**src/verilog/invaders_pkg.sv**
```systemverilog
// shared playfield types, limits and the shot state encoding
// imported by every game-logic module that handles positions or score

package invaders_pkg;

   // playfield is 20 columns by 16 rows, row 0 at the top
   typedef logic [4:0] column_t;   // 0 to 19
   typedef logic [3:0] row_t;      // 0 is the top row
   typedef logic [7:0] score_t;    // kill count, wraps at 256

   // player shot, only one on screen at a time
   typedef enum logic {
      SHOT_IDLE,     // nothing on screen
      SHOT_FLYING    // moving up one row per tick
   } shot_state_e;

   // ship column bounds
   localparam column_t LEFT_LIMIT     = 5'd0;
   localparam column_t RIGHT_LIMIT    = 5'd19;
   localparam column_t RESET_POSITION = 5'd5;   // where the ship sits after reset

   // new shot appears just above the ship row
   localparam row_t SHOT_START_ROW = 4'd14;

endpackage

```
**src/verilog/button_debouncer.sv**
```systemverilog
// debounces one raw push button into a clean level
// output follows the input once it has been stable for DEBOUNCE_CYCLES clocks
`timescale 1ns/100ps

module button_debouncer #(
   parameter int DEBOUNCE_CYCLES = 250000
) (
   input  logic i_clk_25MHz,
   input  logic i_reset,       // sync, active high
   input  logic i_button,      // raw, asynchronous to the clock
   output logic o_level        // debounced level
);

   localparam int CNT_W = $clog2(DEBOUNCE_CYCLES + 1);

   logic             sync_q1;  // first synchronizer stage
   logic             sync_q2;  // second stage, safe to use
   logic [CNT_W-1:0] stable_cnt;

   // two-flop synchronizer
   always_ff @(posedge i_clk_25MHz) begin
      if (i_reset) begin
         sync_q1 <= 1'b0;
         sync_q2 <= 1'b0;
      end else begin
         sync_q1 <= i_button;
         sync_q2 <= sync_q1;
      end
   end

   // count how long the sample has disagreed with the output
   always_ff @(posedge i_clk_25MHz) begin
      if (i_reset) begin
         stable_cnt <= '0;
         o_level    <= 1'b0;
      end else if (sync_q2 == o_level) begin
         stable_cnt <= '0;                          // bounce back, start over
      end else if (stable_cnt == CNT_W'(DEBOUNCE_CYCLES - 1)) begin
         stable_cnt <= '0;
         o_level    <= sync_q2;                     // held long enough, accept it
      end else begin
         stable_cnt <= stable_cnt + 1'b1;
      end
   end

endmodule

```
**src/verilog/ship_control.sv**
```systemverilog
// frame tick generator and player ship position
// ship steps one column per tick, left wins over right, clamps at the edges
`timescale 1ns/100ps

module ship_control import invaders_pkg::*; #(
   parameter int FRAME_DIV = 416666
) (
   input  logic    i_clk_25MHz,
   input  logic    i_reset,       // sync, active high
   input  logic    i_left,        // debounced left button
   input  logic    i_right,       // debounced right button
   output logic    o_frame_tick,  // one-cycle pulse every FRAME_DIV clocks
   output column_t o_ship_x       // current ship column
);

   localparam int DIV_W = $clog2(FRAME_DIV);

   logic [DIV_W-1:0] div_cnt;   // frame divider

   // frame divider, tick registered so it is glitch free
   always_ff @(posedge i_clk_25MHz) begin
      if (i_reset) begin
         div_cnt      <= '0;
         o_frame_tick <= 1'b0;
      end else if (div_cnt == DIV_W'(FRAME_DIV - 1)) begin
         div_cnt      <= '0;
         o_frame_tick <= 1'b1;      // wrap, fire the tick
      end else begin
         div_cnt      <= div_cnt + 1'b1;
         o_frame_tick <= 1'b0;
      end
   end

   // ship position, only moves on a tick
   always_ff @(posedge i_clk_25MHz) begin
      if (i_reset) begin
         o_ship_x <= RESET_POSITION;
      end else if (o_frame_tick) begin
         if (i_left) begin
            if (o_ship_x != LEFT_LIMIT)
               o_ship_x <= o_ship_x - 1'b1;   // step left
            // else parked on the left edge
         end else if (i_right) begin
            if (o_ship_x != RIGHT_LIMIT)
               o_ship_x <= o_ship_x + 1'b1;   // step right
            // else parked on the right edge
         end
      end
   end

endmodule

```
**src/verilog/shot_unit.sv**
```systemverilog
// single player shot: launch from the ship, climb one row per tick, retire
// fire is edge triggered and waits as a pending request for the next tick
`timescale 1ns/100ps

module shot_unit import invaders_pkg::*; (
   input  logic    i_clk_25MHz,
   input  logic    i_reset,        // sync, active high
   input  logic    i_fire,         // debounced fire level
   input  logic    i_frame_tick,   // advance pulse
   input  column_t i_ship_x,       // launch column
   input  logic    i_shot_clear,   // shot hit something, remove it
   output logic    o_shot_active,
   output column_t o_shot_x,
   output row_t    o_shot_y
);

   shot_state_e shot_state;
   logic        fire_q;       // previous fire level
   logic        fire_edge;    // rising edge of fire
   logic        fire_pending; // request waiting for a tick

   assign fire_edge     = i_fire & ~fire_q;
   assign o_shot_active = (shot_state == SHOT_FLYING);

   always_ff @(posedge i_clk_25MHz) begin
      if (i_reset) begin
         fire_q <= 1'b0;
      end else begin
         fire_q <= i_fire;
      end
   end

   // state, position and pending request
   always_ff @(posedge i_clk_25MHz) begin
      if (i_reset) begin
         shot_state   <= SHOT_IDLE;
         fire_pending <= 1'b0;
         o_shot_x     <= '0;
         o_shot_y     <= '0;
      end else begin
         if (i_frame_tick)
            fire_pending <= fire_edge;      // request consumed or dropped, new edge kept
         else if (fire_edge)
            fire_pending <= 1'b1;

         if (i_shot_clear) begin
            shot_state <= SHOT_IDLE;        // clear beats the tick
         end else if (i_frame_tick) begin
            case (shot_state)
               SHOT_IDLE: begin
                  if (fire_pending) begin
                     shot_state <= SHOT_FLYING;
                     o_shot_x   <= i_ship_x;         // column fixed for the flight
                     o_shot_y   <= SHOT_START_ROW;
                  end
               end
               SHOT_FLYING: begin
                  if (o_shot_y == '0)
                     shot_state <= SHOT_IDLE;        // left the top of the field
                  else
                     o_shot_y <= o_shot_y - 1'b1;    // climb one row
               end
               default: shot_state <= SHOT_IDLE;
            endcase
         end
      end
   end

endmodule

```
**src/verilog/alien_slot.sv**
```systemverilog
// one alien at a fixed playfield cell
// flags a hit when the flying shot lands on its cell, dies, comes back on rearm
`timescale 1ns/100ps

module alien_slot import invaders_pkg::*; #(
   parameter int ALIEN_COL = 2,
   parameter int ALIEN_ROW = 3
) (
   input  logic    i_clk_25MHz,
   input  logic    i_reset,         // sync, active high
   input  logic    i_shot_active,
   input  column_t i_shot_x,
   input  row_t    i_shot_y,
   input  logic    i_rearm,         // new wave, come back to life
   output logic    o_hit,           // one-cycle hit pulse
   output logic    o_alive
);

   logic on_cell;   // shot sits exactly on this alien

   assign on_cell = (i_shot_x == column_t'(ALIEN_COL)) &&
                    (i_shot_y == row_t'(ALIEN_ROW));

   // only a live alien can be hit, alive drops next cycle so it pulses once
   assign o_hit = o_alive & i_shot_active & on_cell;

   always_ff @(posedge i_clk_25MHz) begin
      if (i_reset) begin
         o_alive <= 1'b1;          // every wave starts full
      end else if (i_rearm) begin
         o_alive <= 1'b1;
      end else if (o_hit) begin
         o_alive <= 1'b0;          // killed
      end
   end

endmodule

```
**src/verilog/score_keeper.sv**
```systemverilog
// gathers alien hit pulses, counts the score and manages waves
// clears the shot after a hit and rearms the row once the last alien dies
`timescale 1ns/100ps

module score_keeper import invaders_pkg::*; #(
   parameter int NUM_ALIENS = 5
) (
   input  logic                  i_clk_25MHz,
   input  logic                  i_reset,       // sync, active high
   input  logic [NUM_ALIENS-1:0] i_hit,         // at most one bit set per cycle
   input  logic [NUM_ALIENS-1:0] i_alive,
   output logic                  o_shot_clear,  // remove the shot
   output logic                  o_rearm,       // start a new wave
   output score_t                o_score
);

   logic                  any_hit;      // some alien was hit this cycle
   logic [NUM_ALIENS-1:0] survivors;    // alive minus the one just hit
   logic                  wave_done;

   always_comb begin
      any_hit   = |i_hit;
      survivors = i_alive & ~i_hit;
      wave_done = any_hit && (survivors == '0);   // the last one went down
   end

   always_ff @(posedge i_clk_25MHz) begin
      if (i_reset) begin
         o_shot_clear <= 1'b0;
         o_rearm      <= 1'b0;
         o_score      <= '0;
      end else begin
         o_shot_clear <= any_hit;    // one-cycle pulse back to the shot
         o_rearm      <= wave_done;
         if (any_hit)
            o_score <= o_score + 1'b1;   // wraps past 255
      end
   end

endmodule

```
**src/verilog/invaders_core.sv**
```systemverilog
// game-logic core of the shooter, no video or sound
// buttons in, ship, shot, alien row and score out
`timescale 1ns/100ps

module invaders_core import invaders_pkg::*; #(
   parameter int FRAME_DIV       = 416666,  // clocks per frame tick
   parameter int DEBOUNCE_CYCLES = 250000,  // stable samples per button
   parameter int NUM_ALIENS      = 5,
   parameter int ALIEN_ROW       = 3,
   parameter int ALIEN_SPACING   = 4,       // columns between slots
   parameter int ALIEN_OFFSET    = 2        // column of slot 0
) (
   input  logic                  i_clk_25MHz,
   input  logic                  i_reset,        // sync, active high
   input  logic                  i_btn_left,
   input  logic                  i_btn_right,
   input  logic                  i_btn_fire,
   output logic                  o_frame_tick,
   output column_t               o_ship_x,
   output logic                  o_shot_active,
   output column_t               o_shot_x,
   output row_t                  o_shot_y,
   output logic [NUM_ALIENS-1:0] o_alive,
   output score_t                o_score
);

   logic                  left_level;
   logic                  right_level;
   logic                  fire_level;
   logic                  shot_clear;   // score keeper -> shot
   logic                  rearm;        // score keeper -> all slots
   logic [NUM_ALIENS-1:0] hit_vec;

   // buttons
   button_debouncer #(.DEBOUNCE_CYCLES(DEBOUNCE_CYCLES)) i_deb_left (
      .i_clk_25MHz(i_clk_25MHz), .i_reset(i_reset),
      .i_button(i_btn_left), .o_level(left_level));
   button_debouncer #(.DEBOUNCE_CYCLES(DEBOUNCE_CYCLES)) i_deb_right (
      .i_clk_25MHz(i_clk_25MHz), .i_reset(i_reset),
      .i_button(i_btn_right), .o_level(right_level));
   button_debouncer #(.DEBOUNCE_CYCLES(DEBOUNCE_CYCLES)) i_deb_fire (
      .i_clk_25MHz(i_clk_25MHz), .i_reset(i_reset),
      .i_button(i_btn_fire), .o_level(fire_level));

   ship_control #(.FRAME_DIV(FRAME_DIV)) i_ship_control (
      .i_clk_25MHz(i_clk_25MHz), .i_reset(i_reset),
      .i_left(left_level), .i_right(right_level),
      .o_frame_tick(o_frame_tick), .o_ship_x(o_ship_x));

   shot_unit i_shot_unit (
      .i_clk_25MHz(i_clk_25MHz), .i_reset(i_reset),
      .i_fire(fire_level), .i_frame_tick(o_frame_tick),
      .i_ship_x(o_ship_x), .i_shot_clear(shot_clear),
      .o_shot_active(o_shot_active), .o_shot_x(o_shot_x), .o_shot_y(o_shot_y));

   // alien line, slot k at column k*spacing + offset
   for (genvar k = 0; k < NUM_ALIENS; k++) begin : g_alien
      alien_slot #(
         .ALIEN_COL(k * ALIEN_SPACING + ALIEN_OFFSET),
         .ALIEN_ROW(ALIEN_ROW)
      ) i_alien_slot (
         .i_clk_25MHz(i_clk_25MHz), .i_reset(i_reset),
         .i_shot_active(o_shot_active), .i_shot_x(o_shot_x), .i_shot_y(o_shot_y),
         .i_rearm(rearm), .o_hit(hit_vec[k]), .o_alive(o_alive[k]));
   end

   score_keeper #(.NUM_ALIENS(NUM_ALIENS)) i_score_keeper (
      .i_clk_25MHz(i_clk_25MHz), .i_reset(i_reset),
      .i_hit(hit_vec), .i_alive(o_alive),
      .o_shot_clear(shot_clear), .o_rearm(rearm), .o_score(o_score));

endmodule

```
**config.mk**
```make
export PLATFORM = sky130hd
export DESIGN_NAME = invaders_core
export DESIGN_NICKNAME = d
export VERILOG_FILES = /design/src/verilog/invaders_pkg.sv /design/src/verilog/button_debouncer.sv /design/src/verilog/ship_control.sv /design/src/verilog/shot_unit.sv /design/src/verilog/alien_slot.sv /design/src/verilog/score_keeper.sv /design/src/verilog/invaders_core.sv
export SDC_FILE = /design/constraint.sdc
export NUM_CORES = 1
export LEC_CHECK = 0
export BUFFER_PORTS_ARGS = -buffer_cell sky130_fd_sc_hd__buf_4
export CAP_MARGIN = 40
export CELL_PAD_IN_SITES_DETAIL_PLACEMENT = 0
export CELL_PAD_IN_SITES_GLOBAL_PLACEMENT = 1
export CORE_UTILIZATION = 45
export CTS_CLUSTER_SIZE = 40
export DETAILED_ROUTE_END_ITERATION = 10
export GPL_ROUTABILITY_DRIVEN = 0
export HOLD_SLACK_MARGIN = 0.1
export MAX_ROUTING_LAYER = met4
export PLACE_DENSITY = 0.8
export SETUP_SLACK_MARGIN = 0.05
export SLEW_MARGIN = 20
export SYNTH_ARGS = -nofsm -noshare
export SYNTH_HDL_FRONTEND = slang
export SYNTH_SLANG_ARGS = --single-unit
```
**constraint.sdc**
```tcl
create_clock -name i_clk_25MHz -period 4.95 [get_ports i_clk_25MHz]
set_clock_uncertainty 0.15 [all_clocks]
set_input_delay 0.495 -clock i_clk_25MHz [delete_from_list [all_inputs] [get_ports i_clk_25MHz]]
set_output_delay 0.495 -clock i_clk_25MHz [all_outputs]
set_load 0.02 [all_outputs]
```
==> results of run 1 <==
[flip-flops by register name, indices dropped and copies added (netlist names), 4 cells and up]
signal	flops
g_alien.i_alien_slot.o_alive	5
i_score_keeper.o_score	8
i_deb_fire.stable_cnt	18
i_deb_left.stable_cnt	18
i_shot_unit.o_shot_x	5
i_deb_right.stable_cnt	18
i_shot_unit.o_shot_y	4
i_ship_control.o_ship_x	5
i_ship_control.div_cnt	19
[area by class of cell]
class                           count  area [µm²]
Multi-Input combinational cell    429        2620
Clock inverter                     12         140
Tap cell                          140         175
Fill cell                        1036        4950
Clock buffer                       19         433
Sequential cell                   115        2300
Timing Repair Buffer               33         248
Inverter                           19        71.3
[layout by cell type, fill, tap and decap left out, types with 10 or more instances in the layout]
cell type	synthesis	layout
dfxtp_1	115	115
nor2_1	114	114
nand2_1	46	46
xnor2_1	41	41
xor2_1	34	34
buf_4	5	33
nand3_1	32	32
inv_1	19	19
a21oi_1	18	18
clkbuf_16	0	17
nand4_1	14	14
nor3_1	13	13
ha_1	12	12
nor2b_1	10	10
[routing by layer]
layer | routed length (µm) | global-route usage, % | part of all wire [%] | up-vias
li1 | - | - | - | 2020
met1 | 4550 | 22.1 | 48 | 1803
met2 | 4450 | 28.2 | 47 | 57
met3 | 330 | 5.36 | 3.5 | 13
met4 | 164 | 8.88 | 1.7 | 0
met5 | 0 | - | 0 | -
[report_power, final]
part | switching [mW] | internal [mW] | total (mW)
logic | 0.0153 | 0.00808 | 0.0234
registers | 0.00358 | 0.932 | 0.936
clock network | 0.411 | 0.780 | 1.19
total | 0.429 | 1.72 | 2.15
[worst max-delay path by stage]
| stage | startpoint | to | slack [ns] | depth (start not counted) |
|---|---|---|---|---|
| 6_report | i_shot_unit.o_shot_active | i_score_keeper.o_score[6] | 2.52 | 5 |
| 5_1_grt | i_shot_unit.o_shot_active | i_score_keeper.o_score[6] | 2.37 | 5 |
| 4_1_cts | i_shot_unit.o_shot_active | i_score_keeper.o_score[6] | 2.55 | 5 |
| 3_5_place_dp | i_shot_unit.o_shot_active | i_score_keeper.o_score[6] | 2.57 | 5 |
| 3_3_place_gp | i_shot_unit.o_shot_active | i_score_keeper.o_score[4] | 2.63 | 5 |
| 2_1_floorplan | i_shot_unit.o_shot_active | i_score_keeper.o_score[6] | 2.62 | 7 |
[cell families after synthesis]
kind of cell / count (synthesis) / synth area share, %
AO/OA/AOI/OAI: 41 / 5.09
multiplexers: 10 / 2.03
flip-flops: 115 / 45.0
buffers and inverters: 42 / 3.77
XOR/XNOR: 75 / 12.8
adder cells (fa/ha/maj): 13 / 3.33
AND/OR/NAND/NOR: 290 / 27.9
[per-stage QoR]
stage | utilization (%) | total power [mW] | hold WS, ns | worst slack (ns)
floorplan | - | 0.971 | 0.242 | 2.62
global placement | 49.5 | 0.978 | 0.252 | 2.63
detailed placement | 49.5 | 0.979 | 0.263 | 2.57
CTS | 54.7 | 2.17 | 0.136 | 2.55
global route | 54.7 | 2.23 | 0.143 | 2.37
finish | 54.7 | 2.15 | 0.151 | 2.52
==> summary.md, run 1 <==
| Metric | Value |
|---|---|
| Vias in the first global route | 3627 |
| Root buf cell | clkbuf_16 |
| IO Pins | 34 |
| Detail Route Antenna Nets | 0 |
| Hold Path Depth | 2 |
| Status | finished clean |
| WL final | 9500 µm |
| Worst Hold Launch | i_btn_right |
| Inserted Clock Buffers | 17 |
| Synth area leaders | dfxtp_1 (45%), nor2_1 (8.4%), xnor2_1 (7.0%) |
| Ys Warns | 0 |
| Initial antenna violation count | 0 |
| Worst skew pair latency | 0.41 ns |
| Vias/cell | 5.08 |
| Pin count of the biggest net entering global routing | 45 |
| Rows | 38 |
| Worst Hold End | i_deb_right.sync_q1 |
| Clock Path Buffers | 2 |
| Final TNS setup | 0 ns |
| Drt first pass iters | 4 |
| Fin cells | 767 |
| Worst path cell trace | nand3b_4, or4_4, o22a_1, or4_1, a21oi_1 |
| Critical Path RT | 5.13 ns |
| Placed Cells | 736 |
| RSZ-0062 raised after global routing | false |
| H-tree depth | 4 |
| Slew Viols, Final | 0 |
| Max cap viols | 0 |
| Core outline area | 0.0109 mm² |
| Area share of the largest cell type after synthesis | 45.0% |
| Mapped Avg Cell Area | 8.72 µm² |
| N_diodes | 0 |
| Ys async rst share | 0% |
| Startpoint Class | flop |
| Synthesis-stage register bit count | 115 |
| Critical path's largest stage delay | 0.56 ns |
| Starting density of the core | 46.8% |
| Finish-stage setup viols | 0 |
| Via count | 3893 |
| Placed Area | 0.00541 mm² |
| Mapped Cells | 586 |
| Share of layout cells above drive strength 1 | 11.8% |
| Slew @ Worst Pin | 0.731 ns |
| Die W | 109 µm |
| Relative slew slack | 50.9% |
| # DRC | 0 |
| EDFF count, synth | 0 |
| Worst-path clk slew | 0.05 ns |
| Ys flop type | dfxtp_1 |
| Worst reg2reg endpoint | i_score_keeper.o_score[6] |
| Crit. End Element | flop |
| CTS sink cnt | 115 |
| Post-CTS setup buffer count | 0 |
| Cell variety after synth | 50 |
| CP Max Fanout | 11 |
| Hold-fix buffers, CTS | 0 |
| R2R depth | 5 |
| CTS tree | built |
| Crit-path slowest cell | dfxtp_1 |
| Max Freq | 412 MHz |
| Most common cell in the synthesized netlist | dfxtp_1 |
| Cell family with most CP delay | simple AND/OR/NAND/NOR gates |
| Drt initial violations | 173 |
| CTS resizes | 0 |
| Fin nets | 633 |
| Gr ovfl total | 0 |
| WL/cell | 12.4 µm |
| Die H | 109 µm |
| Die ar. | 0.0118 mm² |
| WP data arrival | 2.61 ns |
| Synthesized area | 0.00511 mm² |
| First-pass GRT wire length | 16500 µm |
| Placed wire-length estimate | 6380 µm |
| GRT Util Overall | 18.4% |
| Worst Setup Path Type | reg -> reg |
| Seq/Total Area, Yosys | 45.0% |
| Syn nets | 604 |
| Reg-to-reg startpoint | i_shot_unit.o_shot_active |
| Power per cell area | 359 mW/mm² |
| Synth top cells by count | dfxtp_1 (115), nor2_1 (114), nand2_1 (46) |
| FF-to-FF setup slack | 2.52 ns |
| Count of input and output buffers | 33 |
| Area Growth Syn to Fin | 17.1% |
| Final hold vios | 0 |
| Final Cycle Share | 49.1% |
| Post-route cell area | 0.00599 mm² |
| Area leader, netlist | dfxtp_1 |
| Min-delay worst type | in -> reg |
| Bufs and invs on worst path | 0 |
| Maximum VDD drop | 0.226 mV |
| Min Tclk post-route | 2.43 ns |
| Lkg Pwr | 2.14 nW |
No activity file was read; power rests on OpenSTA's default activity.
==> inputs of run 2 (changes only) <==
ABC_AREA = 1   (was unset)
CORE_UTILIZATION = 40   (was 45)
PLACE_DENSITY = 0.78   (was 0.8)
clock period = 2.08 ns   (was 4.95 ns; I/O delays follow)
==> summary.md, run 2 <==
| Metric | Value |
|---|---|
| Initial antenna violation count | 0 |
| Placed Area | 0.00591 mm² |
| Maximum VDD drop | 0.786 mV |
| CTS sink cnt | 115 |
| Root buf cell | clkbuf_16 |
| Reg-to-reg startpoint | i_ship_control.div_cnt[0] |
| Synthesis-stage register bit count | 115 |
| Worst path cell trace | ha_1, nand2_1, nor2_2, nand4_1, nor2_2, nand2_1, o21ai_0, a21oi_1 |
| Commonest non-fill, non-tap cell in the layout | nand2_1 |
| Max cap viols | 0 |
| R2R depth | 8 |
| Startpoint Class | flop |
| N_diodes | 0 |
| RSZ-0062 raised after global routing | false |
| Critical Path End | i_ship_control.div_cnt[18] |
| Max Freq | 549 MHz |
| Seq pwr share | 42.1% |
| Cell family with most CP delay | simple AND/OR/NAND/NOR gates |
| Ys flop type | dfxtp_1 |
| Largest register FFs | 19 |
| Most common cell in the synthesized netlist | nand2_1 |
| Clock Path Buffers | 2 |
| First-pass GRT wire length | 20400 µm |
| Sw frac | 19.5% |
| Count of input and output buffers | 33 |
| Synth area leaders | dfxtp_1 (42%), nand2_1 (11%), nor2_1 (8.0%) |
| Internal power | 4.26 mW |
| Worst path depth | 8 |
| # DRC | 0 |
| Clock Power Share | 56.4% |
| Crit-path slowest cell | dfxtp_1 |
| Post-route cell area | 0.00659 mm² |
| Core outline area | 0.0133 mm² |
| Seq/Total Area, Yosys | 41.7% |
| Inserted Clock Buffers | 17 |
| FF-to-FF setup slack | 0.26 ns |
| Mapped Cells | 776 |
| Min-delay worst type | reg -> reg |
| Status | finished clean |
| WHS | 0.248 ns |
| Worst Setup Path Type | reg -> reg |
| Relative slew slack | 74.6% |
| Lkg Pwr | 2.55 nW |
| WP data arrival | 1.97 ns |
| Ys async rst share | 0% |
| Worst setup margin | 0.258 ns |
| Cell variety after synth | 39 |
| Synth top cells by count | nand2_1 (155), nor2_1 (118), dfxtp_1 (115) |
| Worst skew pair latency | 0.41 ns |
| Post-CTS setup buffer count | 0 |
| Pin count of the biggest net entering global routing | 20 |
| Rows | 42 |
| Die ar. | 0.0143 mm² |
| IO Pins | 34 |
| Vias/cell | 4.90 |
| Part of the power in combinational logic | 1.5% |
| Share of layout cells above drive strength 1 | 11.8% |
| WL final | 11700 µm |
| Final TNS setup | 0 ns |
| Slew @ Worst Pin | 0.381 ns |
| Final hold vios | 0 |
| Starting density of the core | 41.4% |
| H-tree depth | 4 |
| Worst-path clk slew | 0.06 ns |
| Final Cycle Share | 87.6% |
| Ys Warns | 0 |
| Fin nets | 840 |
| Switching power | 1.03 mW |
| Slew Viols, Final | 0 |
| Min Tclk post-route | 1.82 ns |
| Drt first pass iters | 5 |
| Gr ovfl total | 0 |
| Vias in the first global route | 4692 |
| Pre-CTS setup slack | 0.214 ns |
| Critical Path RT | 2.22 ns |
| Bufs and invs on worst path | 0 |
| EDFF count, synth | 0 |
| Crit. End Element | flop |
| Die W | 120 µm |
| Area leader, netlist | dfxtp_1 |
| Die H | 120 µm |
| GRT Util Overall | 18.2% |
| CP startpoint | i_ship_control.div_cnt[0] |
| WL/cell | 11.6 µm |
| Placed wire-length estimate | 8490 µm |
| Worst Hold Launch | i_deb_right.sync_q1 |
| Power per cell area | 802 mW/mm² |
| Leading cell types in the layout, fill and taps excluded | nand2_1 (155), nor2_1 (117), dfxtp_1 (115) |
| CP Max Fanout | 6 |
| Synthesized area | 0.00553 mm² |
| Via count | 4949 |
| Critical path's largest stage delay | 0.42 ns |
| Mapped Avg Cell Area | 7.12 µm² |
| Power, Total | 5.29 mW |
| Area share of the largest cell type after synthesis | 41.7% |
| Drt initial violations | 223 |
| Syn nets | 794 |
| Biggest register | i_ship_control.div_cnt |
| Finish-stage setup viols | 0 |
| Detail Route Antenna Nets | 0 |
| Worst reg2reg endpoint | i_ship_control.div_cnt[18] |
| Area Growth Syn to Fin | 19.3% |
| CTS tree | built |
[run 2: changes by cell type after synthesis, moves of 11 or more]
cell,previous run,this run
nand2_1,46,155
a21oi_1,18,52
o21ai_0,5,24
clkbuf_1,13,2
nand3_1,32,60
xnor2_1,41,8
nor3_1,13,32
xor2_1,34,18
inv_1,19,93
[run 2: power by group through the flow]
stage / Combinational (mW) / Sequential [mW] / Clock (mW)
after floorplan: 0.0473 / 2.27 / 0
after global placement: 0.0657 / 2.27 / 0
after detailed placement: 0.0671 / 2.27 / 0
after CTS: 0.0774 / 2.23 / 3.05
after global routing: 0.0882 / 2.23 / 3.15
final: 0.0767 / 2.23 / 2.98
[run 2: tightest hold or removal path: stages, from the launching register on]
cell	delay, ns
dfxtp_1	0.29
inv_1	0.04
nor2_1	0.03
[run 2: timing repair]
| action | 4_1_cts | 5_1_grt |
|---|---|---|
| endpoints found under the setup margin | 0 | 18 |
| endpoints found under the hold margin | 17 | 0 |
| hold buffers | 7 | 0 |
| gates resized for setup | 0 | 2 |
[run 2: logic make-up after synthesis]
family,after synthesis,share of synthesized area [%]
buffers and inverters,111,8.40
flip-flops,115,41.7
AO/OA/AOI/OAI,85,8.04
adder cells (fa/ha/maj),13,3.08
XOR/XNOR,26,4.12
AND/OR/NAND/NOR,426,34.7
[run 2: worst min path at each step]
stage,endpoint,slack [ns],cells past startpoint
final,i_deb_right.sync_q2,0.25,2
after global routing,i_shot_unit.fire_pending,0.28,1
after CTS,i_deb_right.sync_q2,0.26,2
after detailed placement,i_deb_left.sync_q2,0.25,2
after global placement,i_deb_right.sync_q2,0.24,2
after floorplan,i_deb_fire.sync_q1,0.16,2
[run 2: cell type report]
type                            count  area [µm²]
Fill cell                        1354        6760
Multi-Input combinational cell    550        2770
Sequential cell                   115        2300
Clock buffer                       19         443
Inverter                           95         357
Timing Repair Buffer               43         340
Tap cell                          176         220
Clock inverter                     12         163
[run 2: routing by layer]
metal	routed length [µm]	up-vias	GRT usage (%)
met2	5470	74	28.4
met3	413	13	5.28
met4	129	0	7.42
met1	5720	2264	22.0
li1	-	2598	-
met5	0	-	-
[run 2: through the flow]
stage	utilization [%]	std cells
2_1_floorplan	-	776
4_1_cts	49.3	1010
6_report	49.4	1010
3_3_place_gp	44.3	972
3_5_place_dp	44.3	972
5_1_grt	49.4	1010
==> inputs of run 3 (changes only) <==
GPL_TIMING_DRIVEN = 0   (was unset)
PLACE_DENSITY = unset   (was 0.78)
PLACE_DENSITY_LB_ADDON = 0.1   (was unset)
SKIP_LAST_GASP = 1   (was unset)
==> summary.md, run 3 (synthesized netlist as in run 2, its figures left out) <==
| Metric | Value |
|---|---|
| Worst setup margin | 0.192 ns |
| Initial antenna violation count | 0 |
| Bufs and invs on worst path | 1 |
| Maximum VDD drop | 0.566 mV |
| Die H | 120 µm |
| Commonest non-fill, non-tap cell in the layout | nand2_1 |
| Share of layout cells above drive strength 1 | 12.6% |
| # DRC | 0 |
| Pre-CTS setup slack | 0.0885 ns |
| Power, Total | 5.05 mW |
| Max Freq | 530 MHz |
| Die ar. | 0.0143 mm² |
| Lkg Pwr | 2.55 nW |
| Min-delay worst type | reg -> reg |
| Drt initial violations | 189 |
| Biggest register | i_ship_control.div_cnt |
| Detail Route Antenna Nets | 0 |
| Worst Setup Path Type | reg -> reg |
| Startpoint Class | flop |
| Fin nets | 850 |
| Largest register FFs | 19 |
| Final Cycle Share | 90.8% |
| Leading cell types in the layout, fill and taps excluded | nand2_1 (155), nor2_1 (116), dfxtp_1 (113) |
| WL/cell | 11.5 µm |
| Placed wire-length estimate | 8820 µm |
| Cell family with most CP delay | simple AND/OR/NAND/NOR gates |
| Slew Viols, Final | 0 |
| Min Tclk post-route | 1.89 ns |
| Max cap viols | 0 |
| Crit-path slowest cell | dfxtp_2 |
| Finish-stage setup viols | 0 |
| Starting density of the core | 41.4% |
| WP data arrival | 2.03 ns |
| Drt first pass iters | 4 |
| N_diodes | 0 |
| Worst-path clk slew | 0.05 ns |
| Status | finished clean |
| GRT Util Overall | 18.2% |
| Gr ovfl total | 0 |
| Pin count of the biggest net entering global routing | 17 |
| Final hold vios | 0 |
| Slew @ Worst Pin | 0.497 ns |
| Worst path cell trace | ha_1, nand3_2, or2_1, nor2_1, nand3b_2, nand2_4, buf_6, nor2_1 |
| Inserted Clock Buffers | 17 |
| Core outline area | 0.0133 mm² |
| Final TNS setup | 0 ns |
| Critical path's most frequent cell | nor2_1 |
| CTS sink cnt | 115 |
| Clock Path Buffers | 2 |
| Rows | 42 |
| First-pass GRT wire length | 20300 µm |
| Critical path's largest stage delay | 0.40 ns |
| Relative slew slack | 66.8% |
| Count of input and output buffers | 32 |
| Area Growth Syn to Fin | 19.8% |
| CTS tree | built |
| Root buf cell | clkbuf_16 |
| RSZ-0062 raised after global routing | false |
| Crit. End Element | flop |
| Vias/cell | 4.78 |
| WL final | 11800 µm |
| Worst skew pair latency | 0.41 ns |
| Die W | 120 µm |
| IO Pins | 34 |
| CP Max Fanout | 10 |
| Power per cell area | 763 mW/mm² |
| H-tree depth | 4 |
| Critical Path RT | 2.22 ns |
| Via count | 4871 |
| Vias in the first global route | 4538 |
## run 3: changes by cell type in the layout (fill, tap and decap cells not counted), moves of 2 or more
cell,before,now
dfxtp_2,0,2
clkinv_2,7,4
buf_4,36,41
buf_6,0,2
bufinv_16,4,2
clkbuf_1,1,7
buf_1,0,2
dfxtp_1,115,113
dlygate4sd3_1,7,4
## run 3: path summary, 6_finish.rpt
path	from	to	slack [ns]	cells past startpoint
worst max-delay path	i_deb_fire.stable_cnt[0]	i_deb_fire.stable_cnt[0]	0.19	8
worst max register to register	i_deb_fire.stable_cnt[0]	i_deb_fire.stable_cnt[0]	0.19	8
worst min-delay path	i_deb_left.sync_q1	i_deb_left.sync_q2	0.25	2
worst min register to register	i_deb_left.sync_q1	i_deb_left.sync_q2	0.25	2
## run 3: through the flow
| step | utilization [%] | instance area [µm²] | hold WS [ns] | instances |
|---|---|---|---|---|
| floorplan | - | 5530 | 0.165 | 776 |
| global placement | 44.9 | 5990 | 0.242 | 984 |
| detailed placement | 44.9 | 5990 | 0.249 | 984 |
| CTS | 49.3 | 6580 | 0.257 | 1018 |
| global route | 49.6 | 6620 | 0.282 | 1019 |
| finish | 49.6 | 6620 | 0.253 | 1019 |
## run 3: layout make-up
cell class	count	area, µm²
fillers	1368	6730
multi-input cells	550	2790
flip-flops and latches	115	2300
clock buffers	24	472
inverters	95	357
repair buffers	37	288
well taps	176	220
plain buffers	16	110
clock inverters	6	80.1
## run 3: repair_timing
action | CTS | global route
gates resized for setup | 0 | 9
buffers inserted | 0 | 1
endpoints found under the hold margin | 10 | 0
endpoints found under the setup margin | 0 | 34
hold buffers | 4 | 0
## run 3: metal layers
layer,GRT usage [%],vias to the layer above,wire [µm]
met2,29.2,60,5510
li1,-,2611,-
met1,22.0,2189,5770
met4,7.11,0,145
met5,-,-,0
met3,4.33,11,338
## run 3: where the power goes
| part | internal, mW | switching [mW] | leakage, nW |
|---|---|---|---|
| Sequential | 2.22 | 0.00957 | 0.929 |
| Combinational | 0.0278 | 0.0486 | 1.34 |
| Clock | 1.80 | 0.941 | 0.274 |
| Total | 4.05 | 1.00 | 2.55 |
## run 3: tightest hold or removal path: cells and delay by family, from the launching register on
kind                   cells  cell delay (ns)
and+or+nand+nor            1             0.03
buffers and inverters      1             0.04
DFF                        1             0.29
